--- config.mk ---
export PLATFORM = sky130hd
export DESIGN_NAME = execCore
export DESIGN_NICKNAME = d
export VERILOG_FILES = /design/src/verilog/cpuPkg.sv /design/src/verilog/ctrlIf.sv /design/src/verilog/instrFetch.sv /design/src/verilog/decoder.sv /design/src/verilog/alu.sv /design/src/verilog/writeBack.sv /design/src/verilog/execCore.sv
export SDC_FILE = /design/constraint.sdc
export NUM_CORES = 2
export LEC_CHECK = 0
export BUFFER_PORTS_ARGS = -buffer_cell sky130_fd_sc_hd__buf_2
export CORE_MARGIN = 8
export CORE_UTILIZATION = 65
export CTS_CLUSTER_SIZE = 10
export DETAILED_ROUTE_END_ITERATION = 6
export GPL_ROUTABILITY_DRIVEN = 1
export HOLD_SLACK_MARGIN = 0.03
export PLACE_DENSITY = 0.82
export REMOVE_ABC_BUFFERS = 1
export SLEW_MARGIN = 20
export SYNTH_ARGS = -nofsm -noshare
export SYNTH_HDL_FRONTEND = slang
export SYNTH_SLANG_ARGS = --single-unit
export TNS_END_PERCENT = 30
--- constraint.sdc ---
create_clock -name clk -period 8 [get_ports clk]
set_input_delay 0.4 -clock clk [delete_from_list [all_inputs] [get_ports clk]]
set_output_delay 0.4 -clock clk [all_outputs]
set_load 0.01 [all_outputs]
--- src/verilog/cpuPkg.sv ---
// Shared constants for the execution core: word widths, MIPS opcode and
// function code values, and the ALU operation enumeration.
package cpuPkg;
	localparam int dataWidth = 32;
	localparam int regAddrWidth = 5;
	localparam int regCount = 1 << regAddrWidth;
	localparam int immWidth = 16;

	localparam logic [5:0] opSpecial = 6'b000000;
	localparam logic [5:0] opAddi = 6'b001000;
	localparam logic [5:0] opAddiu = 6'b001001;
	localparam logic [5:0] opSlti = 6'b001010;
	localparam logic [5:0] opSltiu = 6'b001011;
	localparam logic [5:0] opAndi = 6'b001100;
	localparam logic [5:0] opOri = 6'b001101;
	localparam logic [5:0] opXori = 6'b001110;
	localparam logic [5:0] opLui = 6'b001111;

	localparam logic [5:0] fnSll = 6'b000000;
	localparam logic [5:0] fnSrl = 6'b000010;
	localparam logic [5:0] fnSra = 6'b000011;
	localparam logic [5:0] fnSllv = 6'b000100;
	localparam logic [5:0] fnSrlv = 6'b000110;
	localparam logic [5:0] fnSrav = 6'b000111;
	localparam logic [5:0] fnMovz = 6'b001010;
	localparam logic [5:0] fnMovn = 6'b001011;
	localparam logic [5:0] fnAdd = 6'b100000;
	localparam logic [5:0] fnAddu = 6'b100001;
	localparam logic [5:0] fnSub = 6'b100010;
	localparam logic [5:0] fnSubu = 6'b100011;
	localparam logic [5:0] fnAnd = 6'b100100;
	localparam logic [5:0] fnOr = 6'b100101;
	localparam logic [5:0] fnXor = 6'b100110;
	localparam logic [5:0] fnNor = 6'b100111;
	localparam logic [5:0] fnSlt = 6'b101010;
	localparam logic [5:0] fnSltu = 6'b101011;

	typedef enum logic [3:0] {
		aluAdd, aluSub, aluSll, aluSra, aluSrl, aluAnd, aluOr,
		aluXor, aluNor, aluSlt, aluSltu, aluMovn, aluMovz, aluLui
	} aluOpT;
endpackage

--- src/verilog/ctrlIf.sv ---
// Decoded control bundle passed from the decoder to the ALU and write-back.
interface ctrlIf;
	logic valid;
	cpuPkg::aluOpT aluOp;
	logic useImm;
	logic signExt; // zero extension when low.
	logic useShamt;
	logic [cpuPkg::regAddrWidth-1:0] shamt;
	logic [cpuPkg::immWidth-1:0] imm;
	logic [cpuPkg::regAddrWidth-1:0] rs;
	logic [cpuPkg::regAddrWidth-1:0] rt;
	logic [cpuPkg::regAddrWidth-1:0] dest;
	logic regWrite;

	modport ctrl (
		output valid, aluOp, useImm, signExt, useShamt, shamt, imm, rs, rt, dest, regWrite
	);
	modport exec (
		input valid, aluOp, useImm, signExt, useShamt, shamt, imm, regWrite
	);
	modport wb (
		input valid, rs, rt, dest
	);
endinterface

--- src/verilog/instrFetch.sv ---
// Input register stage holding the incoming instruction word and its strobe.
module instrFetch (
	input logic clk,
	input logic rstN,
	input logic instrValid,
	input logic [cpuPkg::dataWidth-1:0] instr,
	output logic fetchValid,
	output logic [cpuPkg::dataWidth-1:0] fetchInstr
);

	always_ff @(posedge clk or negedge rstN)
		begin
			if (!rstN)
				fetchValid <= 1'b0;
			else
				fetchValid <= instrValid;
		end

	// the word only moves when a new instruction arrives.
	always_ff @(posedge clk)
		begin
			if (instrValid)
				fetchInstr <= instr;
		end

endmodule

--- src/verilog/decoder.sv ---
// Control unit: opcode and function code decode into the control bundle,
// with an illegal flag for anything outside the supported set.
module decoder (
	input logic fetchValid,
	input logic [cpuPkg::dataWidth-1:0] fetchInstr,
	ctrlIf.ctrl bus,
	output logic illegal
);
	logic [5:0] opCode;
	logic [5:0] funcCode;
	logic [cpuPkg::regAddrWidth-1:0] rd;

	assign opCode = fetchInstr[31:26];
	assign funcCode = fetchInstr[5:0];
	assign rd = fetchInstr[15:11];

	assign bus.valid = fetchValid;
	assign bus.rs = fetchInstr[25:21];
	assign bus.rt = fetchInstr[20:16];
	assign bus.shamt = fetchInstr[10:6];
	assign bus.imm = fetchInstr[15:0];

	always_comb
		begin
			bus.aluOp = cpuPkg::aluAdd;
			bus.useImm = 1'b0;
			bus.signExt = 1'b0;
			bus.useShamt = 1'b0;
			bus.dest = bus.rt; // I-type target.
			bus.regWrite = 1'b0;
			illegal = 1'b0;

			case (opCode)
				cpuPkg::opSpecial:
					begin
						bus.dest = rd;
						bus.regWrite = 1'b1;
						case (funcCode)
							cpuPkg::fnAdd, cpuPkg::fnAddu: bus.aluOp = cpuPkg::aluAdd;
							cpuPkg::fnSub, cpuPkg::fnSubu: bus.aluOp = cpuPkg::aluSub;
							cpuPkg::fnSllv: bus.aluOp = cpuPkg::aluSll;
							cpuPkg::fnSrav: bus.aluOp = cpuPkg::aluSra;
							cpuPkg::fnSrlv: bus.aluOp = cpuPkg::aluSrl;
							cpuPkg::fnAnd: bus.aluOp = cpuPkg::aluAnd;
							cpuPkg::fnOr: bus.aluOp = cpuPkg::aluOr;
							cpuPkg::fnXor: bus.aluOp = cpuPkg::aluXor;
							cpuPkg::fnNor: bus.aluOp = cpuPkg::aluNor;
							cpuPkg::fnSlt: bus.aluOp = cpuPkg::aluSlt;
							cpuPkg::fnSltu: bus.aluOp = cpuPkg::aluSltu;
							cpuPkg::fnMovn: bus.aluOp = cpuPkg::aluMovn;
							cpuPkg::fnMovz: bus.aluOp = cpuPkg::aluMovz;
							cpuPkg::fnSll:
								begin
									bus.aluOp = cpuPkg::aluSll;
									bus.useShamt = 1'b1;
								end
							cpuPkg::fnSra:
								begin
									bus.aluOp = cpuPkg::aluSra;
									bus.useShamt = 1'b1;
								end
							cpuPkg::fnSrl:
								begin
									bus.aluOp = cpuPkg::aluSrl;
									bus.useShamt = 1'b1;
								end
							default:
								begin
									bus.regWrite = 1'b0; // multiply, HI/LO and jumps land here.
									illegal = fetchValid;
								end
						endcase
					end

				cpuPkg::opAddi, cpuPkg::opAddiu, cpuPkg::opSlti, cpuPkg::opSltiu:
					begin
						bus.useImm = 1'b1;
						bus.signExt = 1'b1;
						bus.regWrite = 1'b1;
						if (opCode == cpuPkg::opSlti)
							bus.aluOp = cpuPkg::aluSlt;
						else if (opCode == cpuPkg::opSltiu)
							bus.aluOp = cpuPkg::aluSltu; // sign extended, compared unsigned.
						else
							bus.aluOp = cpuPkg::aluAdd;
					end

				cpuPkg::opAndi, cpuPkg::opOri, cpuPkg::opXori, cpuPkg::opLui:
					begin
						bus.useImm = 1'b1;
						bus.regWrite = 1'b1;
						if (opCode == cpuPkg::opAndi)
							bus.aluOp = cpuPkg::aluAnd;
						else if (opCode == cpuPkg::opOri)
							bus.aluOp = cpuPkg::aluOr;
						else if (opCode == cpuPkg::opXori)
							bus.aluOp = cpuPkg::aluXor;
						else
							bus.aluOp = cpuPkg::aluLui;
					end

				default:
					illegal = fetchValid; // loads, stores and branches are not executed.
			endcase
		end

	always_comb
		begin
			knownInstr: assert final (!fetchValid || !$isunknown(fetchInstr))
				else $error("decoder received a valid instruction with unknown bits");
		end

endmodule

--- src/verilog/alu.sv ---
// Combinational ALU: operand selection, immediate extension, arithmetic,
// logic, shifts, compares and the conditional move write enable.
module alu (
	ctrlIf.exec bus,
	input logic [cpuPkg::dataWidth-1:0] rsData,
	input logic [cpuPkg::dataWidth-1:0] rtData,
	output logic [cpuPkg::dataWidth-1:0] result,
	output logic writeEnable
);
	logic [cpuPkg::dataWidth-1:0] extImm;
	logic [cpuPkg::dataWidth-1:0] opB;
	logic [cpuPkg::regAddrWidth-1:0] shiftAmt;

	assign extImm = bus.signExt
		? {{(cpuPkg::dataWidth - cpuPkg::immWidth){bus.imm[cpuPkg::immWidth-1]}}, bus.imm}
		: {{(cpuPkg::dataWidth - cpuPkg::immWidth){1'b0}}, bus.imm};
	assign opB = bus.useImm ? extImm : rtData;
	assign shiftAmt = bus.useShamt ? bus.shamt : rsData[cpuPkg::regAddrWidth-1:0];

	always_comb
		begin
			result = '0;
			case (bus.aluOp)
				cpuPkg::aluAdd: result = rsData + opB;
				cpuPkg::aluSub: result = rsData - opB;
				cpuPkg::aluSll: result = opB << shiftAmt;
				cpuPkg::aluSra: result = $signed(opB) >>> shiftAmt;
				cpuPkg::aluSrl: result = opB >> shiftAmt;
				cpuPkg::aluAnd: result = rsData & opB;
				cpuPkg::aluOr: result = rsData | opB;
				cpuPkg::aluXor: result = rsData ^ opB;
				cpuPkg::aluNor: result = ~(rsData | opB);
				cpuPkg::aluSlt: result[0] = $signed(rsData) < $signed(opB);
				cpuPkg::aluSltu: result[0] = rsData < opB;
				cpuPkg::aluLui:
					result = {bus.imm, {(cpuPkg::dataWidth - cpuPkg::immWidth){1'b0}}};
				default: result = rsData; // MOVN and MOVZ pass rs through.
			endcase
		end

	always_comb
		begin
			case (bus.aluOp)
				cpuPkg::aluMovn: writeEnable = bus.regWrite && (rtData != '0);
				cpuPkg::aluMovz: writeEnable = bus.regWrite && (rtData == '0);
				default: writeEnable = bus.regWrite;
			endcase
		end

	always_comb
		begin
			resultKnown: assert final (!bus.valid || !$isunknown(result))
				else $error("alu result has unknown bits for a valid instruction");
		end

endmodule

--- src/verilog/writeBack.sv ---
// Register file with asynchronous operand reads, result write and the
// registered write and illegal reports.
module writeBack (
	input logic clk,
	input logic rstN,
	ctrlIf.wb bus,
	input logic decodeIllegal,
	input logic [cpuPkg::dataWidth-1:0] result,
	input logic writeEnable,
	output logic [cpuPkg::dataWidth-1:0] rsData,
	output logic [cpuPkg::dataWidth-1:0] rtData,
	output logic wbValid,
	output logic [cpuPkg::regAddrWidth-1:0] wbReg,
	output logic [cpuPkg::dataWidth-1:0] wbData,
	output logic illegal
);
	logic [cpuPkg::dataWidth-1:0] regFile [cpuPkg::regCount];
	logic doWrite;

	assign rsData = (bus.rs == '0) ? '0 : regFile[bus.rs];
	assign rtData = (bus.rt == '0) ? '0 : regFile[bus.rt];
	assign doWrite = bus.valid && writeEnable && (bus.dest != '0); // register 0 is never written.

	always_ff @(posedge clk or negedge rstN)
		begin
			if (!rstN)
				begin
					for (int i = 0; i < cpuPkg::regCount; i++)
						regFile[i] <= '0;
					wbValid <= 1'b0;
					illegal <= 1'b0;
				end
			else
				begin
					wbValid <= doWrite;
					illegal <= decodeIllegal;
					if (doWrite)
						regFile[bus.dest] <= result;
				end
		end

	always_ff @(posedge clk)
		begin
			if (doWrite)
				begin
					wbReg <= bus.dest;
					wbData <= result;
				end
		end

	reportExclusive: assert property (@(posedge clk) disable iff (!rstN)
		!(wbValid && illegal))
		else $error("write report and illegal pulse issued together");

endmodule

--- src/verilog/execCore.sv ---
// Top level of the execution core: fetch register, decoder, ALU and
// write-back joined through the control bundle.
module execCore (
	input logic clk,
	input logic rstN,
	input logic instrValid,
	input logic [31:0] instr,
	output logic wbValid,
	output logic [4:0] wbReg,
	output logic [31:0] wbData,
	output logic illegal
);
	logic fetchValid;
	logic [cpuPkg::dataWidth-1:0] fetchInstr;
	logic decodeIllegal;
	logic [cpuPkg::dataWidth-1:0] rsData;
	logic [cpuPkg::dataWidth-1:0] rtData;
	logic [cpuPkg::dataWidth-1:0] result;
	logic writeEnable;

	ctrlIf ctrlBus ();

	instrFetch fetch (
		.clk(clk),
		.rstN(rstN),
		.instrValid(instrValid),
		.instr(instr),
		.fetchValid(fetchValid),
		.fetchInstr(fetchInstr)
	);

	decoder decode (
		.fetchValid(fetchValid),
		.fetchInstr(fetchInstr),
		.bus(ctrlBus),
		.illegal(decodeIllegal)
	);

	alu exec (
		.bus(ctrlBus),
		.rsData(rsData),
		.rtData(rtData),
		.result(result),
		.writeEnable(writeEnable)
	);

	writeBack wb (
		.clk(clk),
		.rstN(rstN),
		.bus(ctrlBus),
		.decodeIllegal(decodeIllegal),
		.result(result),
		.writeEnable(writeEnable),
		.rsData(rsData),
		.rtData(rtData),
		.wbValid(wbValid),
		.wbReg(wbReg),
		.wbData(wbData),
		.illegal(illegal)
	);

endmodule

# Word-level counts from Yosys, hierarchy flattened
# Index checks and enable logic that the tools add are counted.
# classes
add_sub_neg,2
order_cmp,6
n_eq_ne,38
shifts,3
mux,33
n_bitwise,7
reduce_logical,23
# op_table
op,count
bitwise mux 1024 bit,1
case mux 31 bit (11 select lines),1
binary-select mux 32 bit (select 5 bit),2
two-way mux 32 bit,9
demux 32 bit (select 5 bit),1
less-than comparator 32 bit,2
== test 6 x 4 -> 1 bit (second input constant),10
== test 6 bit (second input constant),10
case mux 4 bit (12 select lines),1
adder 32 bit,1
bitwise AND 32 bit,1
logical NOT 32 bit,1
inverter 32 bit,1
OR 32 bit,1
nonzero test 32 bit,1
left shift 32 x 5 -> 32 bit,1
right shift 32 x 5 -> 32 bit,1
>>> shifter 32 x 5 -> 32 bit,1
subtractor 32 bit,1
bitwise XOR 32 bit,1
== test 4 bit (second input constant),6
two-way mux 4 bit,5
== test 6 x 3 -> 1 bit (second input constant),3
>= comparator 6 bit (second input constant),3
21 further kinds,47
# totals
register_bits,1096
input_bits,35
output_inout_bits,39
word_cells,150

# Logic depth before layout (Yosys ltp)
# depth
depth_word,10
mapped_depth,28
mapped_depth_nobuf,21

# Modules after synthesis
# A second synthesis with hierarchy kept.
# unflattened
cells_unflattened,5361
area_unflattened_um2,67681.2
# by_module_without_submodules
module,n_inst,cells_per_inst,area_per_inst_um2,seq_area_each_um2
writeBack,1,3666,56121.3,26785.7
alu,1,1578,9984.6,0.0
instrFetch,1,33,985.9,985.9
decoder,1,84,589.3,0.0

# Least setup slack after synthesis
# OpenSTA, ideal clock, no wires.
# synth_path
path_type,register to register
from,reg fetch.fetchInstr[21] in the netlist's numbering
to,reg wb.wbData[27] in the netlist's numbering (data pin)
setup_ps,250
t_arrival_ps,6279
required_time_ps,7750
slack_ps,1471
stages_incl_launch_ff,25
path_buffers,7
period_less_slack_ps,6529
path_cell_list,edfxtp_1 -> buf_6 -> buf_6 -> buf_2 -> clkbuf_1 -> buf_1 -> mux4_2 -> mux4_2 -> mux2i_1 -> nor2_1 -> inv_1 -> ha_1 -> clkbuf_1 -> or3_1 -> or4_1 -> a21oi_1 -> nor4_1 -> o221ai_1 -> nand2_1 -> o31ai_1 -> mux2_2 -> a2111o_1 -> o22ai_2 -> buf_4 -> inv_2
# synth_between
elab_chain_cells,8
word_cells_on_any_way,17
cone_classes,2 x add/sub; 3 x shift; 6 x mux; 5 x bitwise; 1 x reduce/logical
# synth_lines
item,line_no,text
from (decl),instrFetch.sv:8,output logic [cpuPkg::dataWidth-1:0] fetchInstr
from (signal assigned),instrFetch.sv:23,fetchInstr <= instr;
inverter 5 -> 6 bit (implied by the code),writeBack.sv:20,assign rsData = (bus.rs == '0) ? '0 : regFile[bus.rs];
binary-select mux 32 bit (select 5 bit),writeBack.sv:20,
two-way mux 32 bit (implied by the code) (2 in series),writeBack.sv:20,
two-way mux 32 bit *,writeBack.sv:20,
"parallel branches: the longest is 2 deep, another holds subtractor 32 bit",n/a,
case mux 31 bit (11 select lines) *,alu.sv:23,case (bus.aluOp)
via exec.result (one bit),alu.sv:7,"output logic [cpuPkg::dataWidth-1:0] result,"
to (signal assigned),writeBack.sv:47,wbData <= result;
to (decl),writeBack.sv:14,"output logic [cpuPkg::dataWidth-1:0] wbData,"
# Mark *: on every way through the listed nets, which the timed path passes. The select of a mux whose other input is x is not followed.
# A chain may end at the register's enable or synchronous reset.

# Worst setup path in the final report
# layout_path
from,reg fetch.fetchInstr[16] in the netlist's numbering
to,reg wb.regFile[953] in the netlist's numbering
# layout_between
elab_chain_cells,10
word_cells_on_any_way,33
cone_classes,2 x add/sub; 2 x order compare; 3 x shift; 11 x mux; 6 x bitwise; 9 x reduce/logical
# layout_lines
item,line_no,text
"parallel branches: the longest is 10 deep, another holds subtractor 32 bit",n/a,
"to (signal, indexed assignment)",writeBack.sv:38,regFile[bus.dest] <= result;
to (decl),writeBack.sv:17,logic [cpuPkg::dataWidth-1:0] regFile [cpuPkg::regCount];
# Several ways; the timed one is not identified. The select of a mux whose other input is x is not followed.

==> flow_summary.yaml <==
sta:
  hold_viol_final: 0
  finalSetupViolations: 0
  max_freq_mhz: 128
  max_slew_margin: 0.208
  period_needed_ps: 7800
  finalCritPeriodShare: 0.975
  worst_pin_slew_ps: 1190
  rsz0062_at_grt: "no"
  drv_slew: 0
  hold_ws_ps: 282
  fin_skew_ps: 30.3
final_layout:
  multiInputGateArea_mm2: 0.0373
  finalNonFillerCells: 6756
  seq_area_mm2: 0.0278
  syn2layout_area_growth_pct: 9.37
  fin_nets: 5457
  fill_cells: 6687
  drive_gt1_frac: 0.374
synth:
  syn_inst: 5339
  synth_top_area_cell: "dfrtp_1"
  ys_warn_count: 0
  async_reset_ff_frac: 0.937
  synth_top_area_frac: 0.378
  yosysMostFrequentCell: "dfrtp_1"
  synth_flop_cell: "dfrtp_1"
  synth-edff-count: 69
  ys_ff_latch: 1096
  yosys.cell_types.count: 119
  syn_area_mm2: 0.0679
  yosysSeqAreaShare: 0.409
  synthTopCellsByArea: "dfrtp_1, mux2_2, mux4_2"
  ys_top_cells_by_count: "dfrtp_1, mux2_2, mux2i_1"
  postSynthAreaPerCell_um2: 12.7
critical_path:
  start_kind: "register"
  worstPathMaxFanout: 93
  worstSetupPathType: "register to register"
  required_ps: 8640
  critPathCaptureType: "register"
  crit_arrival_ps: 8430
route:
  via_per_inst: 7.78
  initialDrtViolationCount: 7964
  totalWireLength_um: 254000
  vias: 52600
  wire_per_inst_um: 37.6
  route.detailed.drc: 38
  ant_nets: 0
  dr.pass1.iters: 7
power:
  vdd_ir_drop_max_v: 0.000204
  p_leak_nw: 34.3
  p_total_mw: 16.3
  pwr_density_cell_mw_per_mm2: 220
floorplanning:
  io_pins: 74
  die_x_um: 339
  core_area_mm2: 0.104
  start_util: 0.656
  die_area_mm2: 0.115
  placement_rows: 118
  die_h_um: 339
placed_design:
  dpl.hpwl_um: 170000
  globalplace.congestion: 1.07
  place_inst: 6536
  numPortBuffers: 73
worst_hold_path:
  holdCritPathClass: "input port to asynchronous set/reset pin"
clocking:
  clock_path_buffers: 3
  cts_inserted_buffers: 131
  worstSkewPairLatency_ps: 770
  cts_tree: "built"
  clock_sinks: 1096
  postCtsSetupRepairBufs: 0
  cts_root_buffer: "clkbuf_16"
  cts.repair.resized: 0
  h-tree-depth: 4
  ctsHoldBuffers: 33
  clk_pin_slew_ps: 60
status:
  status: "finished with violations"
  failed_checks: "DRC"
grt:
  grt_pass1_vias: 52900
  grt_use_total: 0.433
  antenna_found_initial: 11
  grt.overflow.total: 0
  grt_max_degree: 171
  grt_pass1_wl_um: 370000
job:
  cap_violations: 0
==> placed cells by master (no fill, tap or decap), types with 69 or more instances in the layout <==
cell / instances
a21oi_1: 179
a22oi_1: 151
buf_2: 72
buf_4: 234
clkbuf_16: 134
dfrtp_1: 1027
edfxtp_1: 69
ha_1: 98
inv_1: 127
mux2_1: 91
mux2_2: 901
mux2i_1: 457
mux4_2: 448
nand2_1: 198
nor2_1: 175
o21ai_0: 92
==> path summary, 6_finish.rpt <==
| check | startpoint | to | slack [ps] | cells after the start |
|---|---|---|---|---|
| setup / recovery | fetch.fetchInstr[16] | wb.regFile[953] | 200 | 20 |
| hold / removal | rstN | wb.regFile[949] | 280 | 2 |
| max in group asynchronous | rstN | wb.regFile[814] | 5990 | 3 |
| setup reg to reg | fetch.fetchInstr[16] | wb.regFile[953] | 200 | 20 |
| min in group clk | instr[11] | fetch.fetchInstr[11] | 370 | 2 |
| hold reg to reg | wb.regFile[1002] | wb.regFile[1002] | 400 | 0 |
==> metal layers <==
metal | part of all wire | track usage | vias to the layer above
li1 | - | - | 20400
met1 | 0.37 | 0.573 | 26800
met2 | 0.42 | 0.612 | 4254
met3 | 0.13 | 0.145 | 1076
met4 | 0.078 | 0.278 | 6
met5 | 0.00017 | 0 | -
==> sequential cells by signal, summed over array words and instances, names as in the netlist <==
signal / flops
fetch.fetchValid: 1
wb.wbReg: 5
wb.illegal: 1
fetch.fetchInstr: 32
wb.wbData: 32
wb.regFile: 1024
wb.wbValid: 1
==> critical path, cell delays in order (launching register included) <==
cell and delay (ps):
edfxtp_1 830, buf_12 570, mux4_2 590, a22oi_1 210, nand4_1 440, a22o_1 380, ha_1 420, nor2_1 90
a221o_1 370, o211ai_1 310, a21oi_1 150, buf_4 170, nor4_1 960, o221ai_1 350, a31oi_1 250, mux2i_1 230
o221ai_1 160, nor3_1 350, a21oi_4 210, buf_4 270, mux2_1 300
==> power by group <==
| part | total, mW | switching (mW) | leakage [nW] | internal [mW] |
|---|---|---|---|---|
| combinational | 4.49 | 2.82 | 17.6 | 1.66 |
| sequential | 6.40 | 0.376 | 14.9 | 6.03 |
| clock | 5.45 | 2.38 | 1.81 | 3.06 |
| total | 16.3 | 5.58 | 34.3 | 10.8 |
==> stage by stage <==
| step | setup WS [ps] | TNS, ps | area [um2] | util |
|---|---|---|---|---|
| CTS | 288 | 0 | 74300 | 0.717 |
| global placement | 493 | 0 | 70200 | 0.677 |
| detailed placement | 362 | 0 | 70200 | 0.677 |
| global route | 85.6 | 0 | 74300 | 0.717 |
| finish | 203 | 0 | 74300 | 0.717 |
| floorplan | -7310 | -7368740 | 65200 | - |
==> layout make-up <==
type                       count  area share
multi-input combinational   3576       0.501
sequential                  1096       0.374
tap                         1380      0.0232
inverter                     136     0.00689
clock inverter                18     0.00352
clock buffer                 161      0.0468
timing repair buffer         381      0.0442
antenna                        8    0.000269
==> kinds of logic after synthesis <==
family,Yosys count,synth area share
buffers and inverters,667,0.0481
AND/OR/NAND/NOR,696,0.0490
flip-flops,1096,0.409
multiplexers,1907,0.382
AO/OA/AOI/OAI,858,0.0912
XOR/XNOR,13,0.00168
adder cells (fa/ha/maj),102,0.0189
Note: power is estimated with default switching activity, not from simulation.
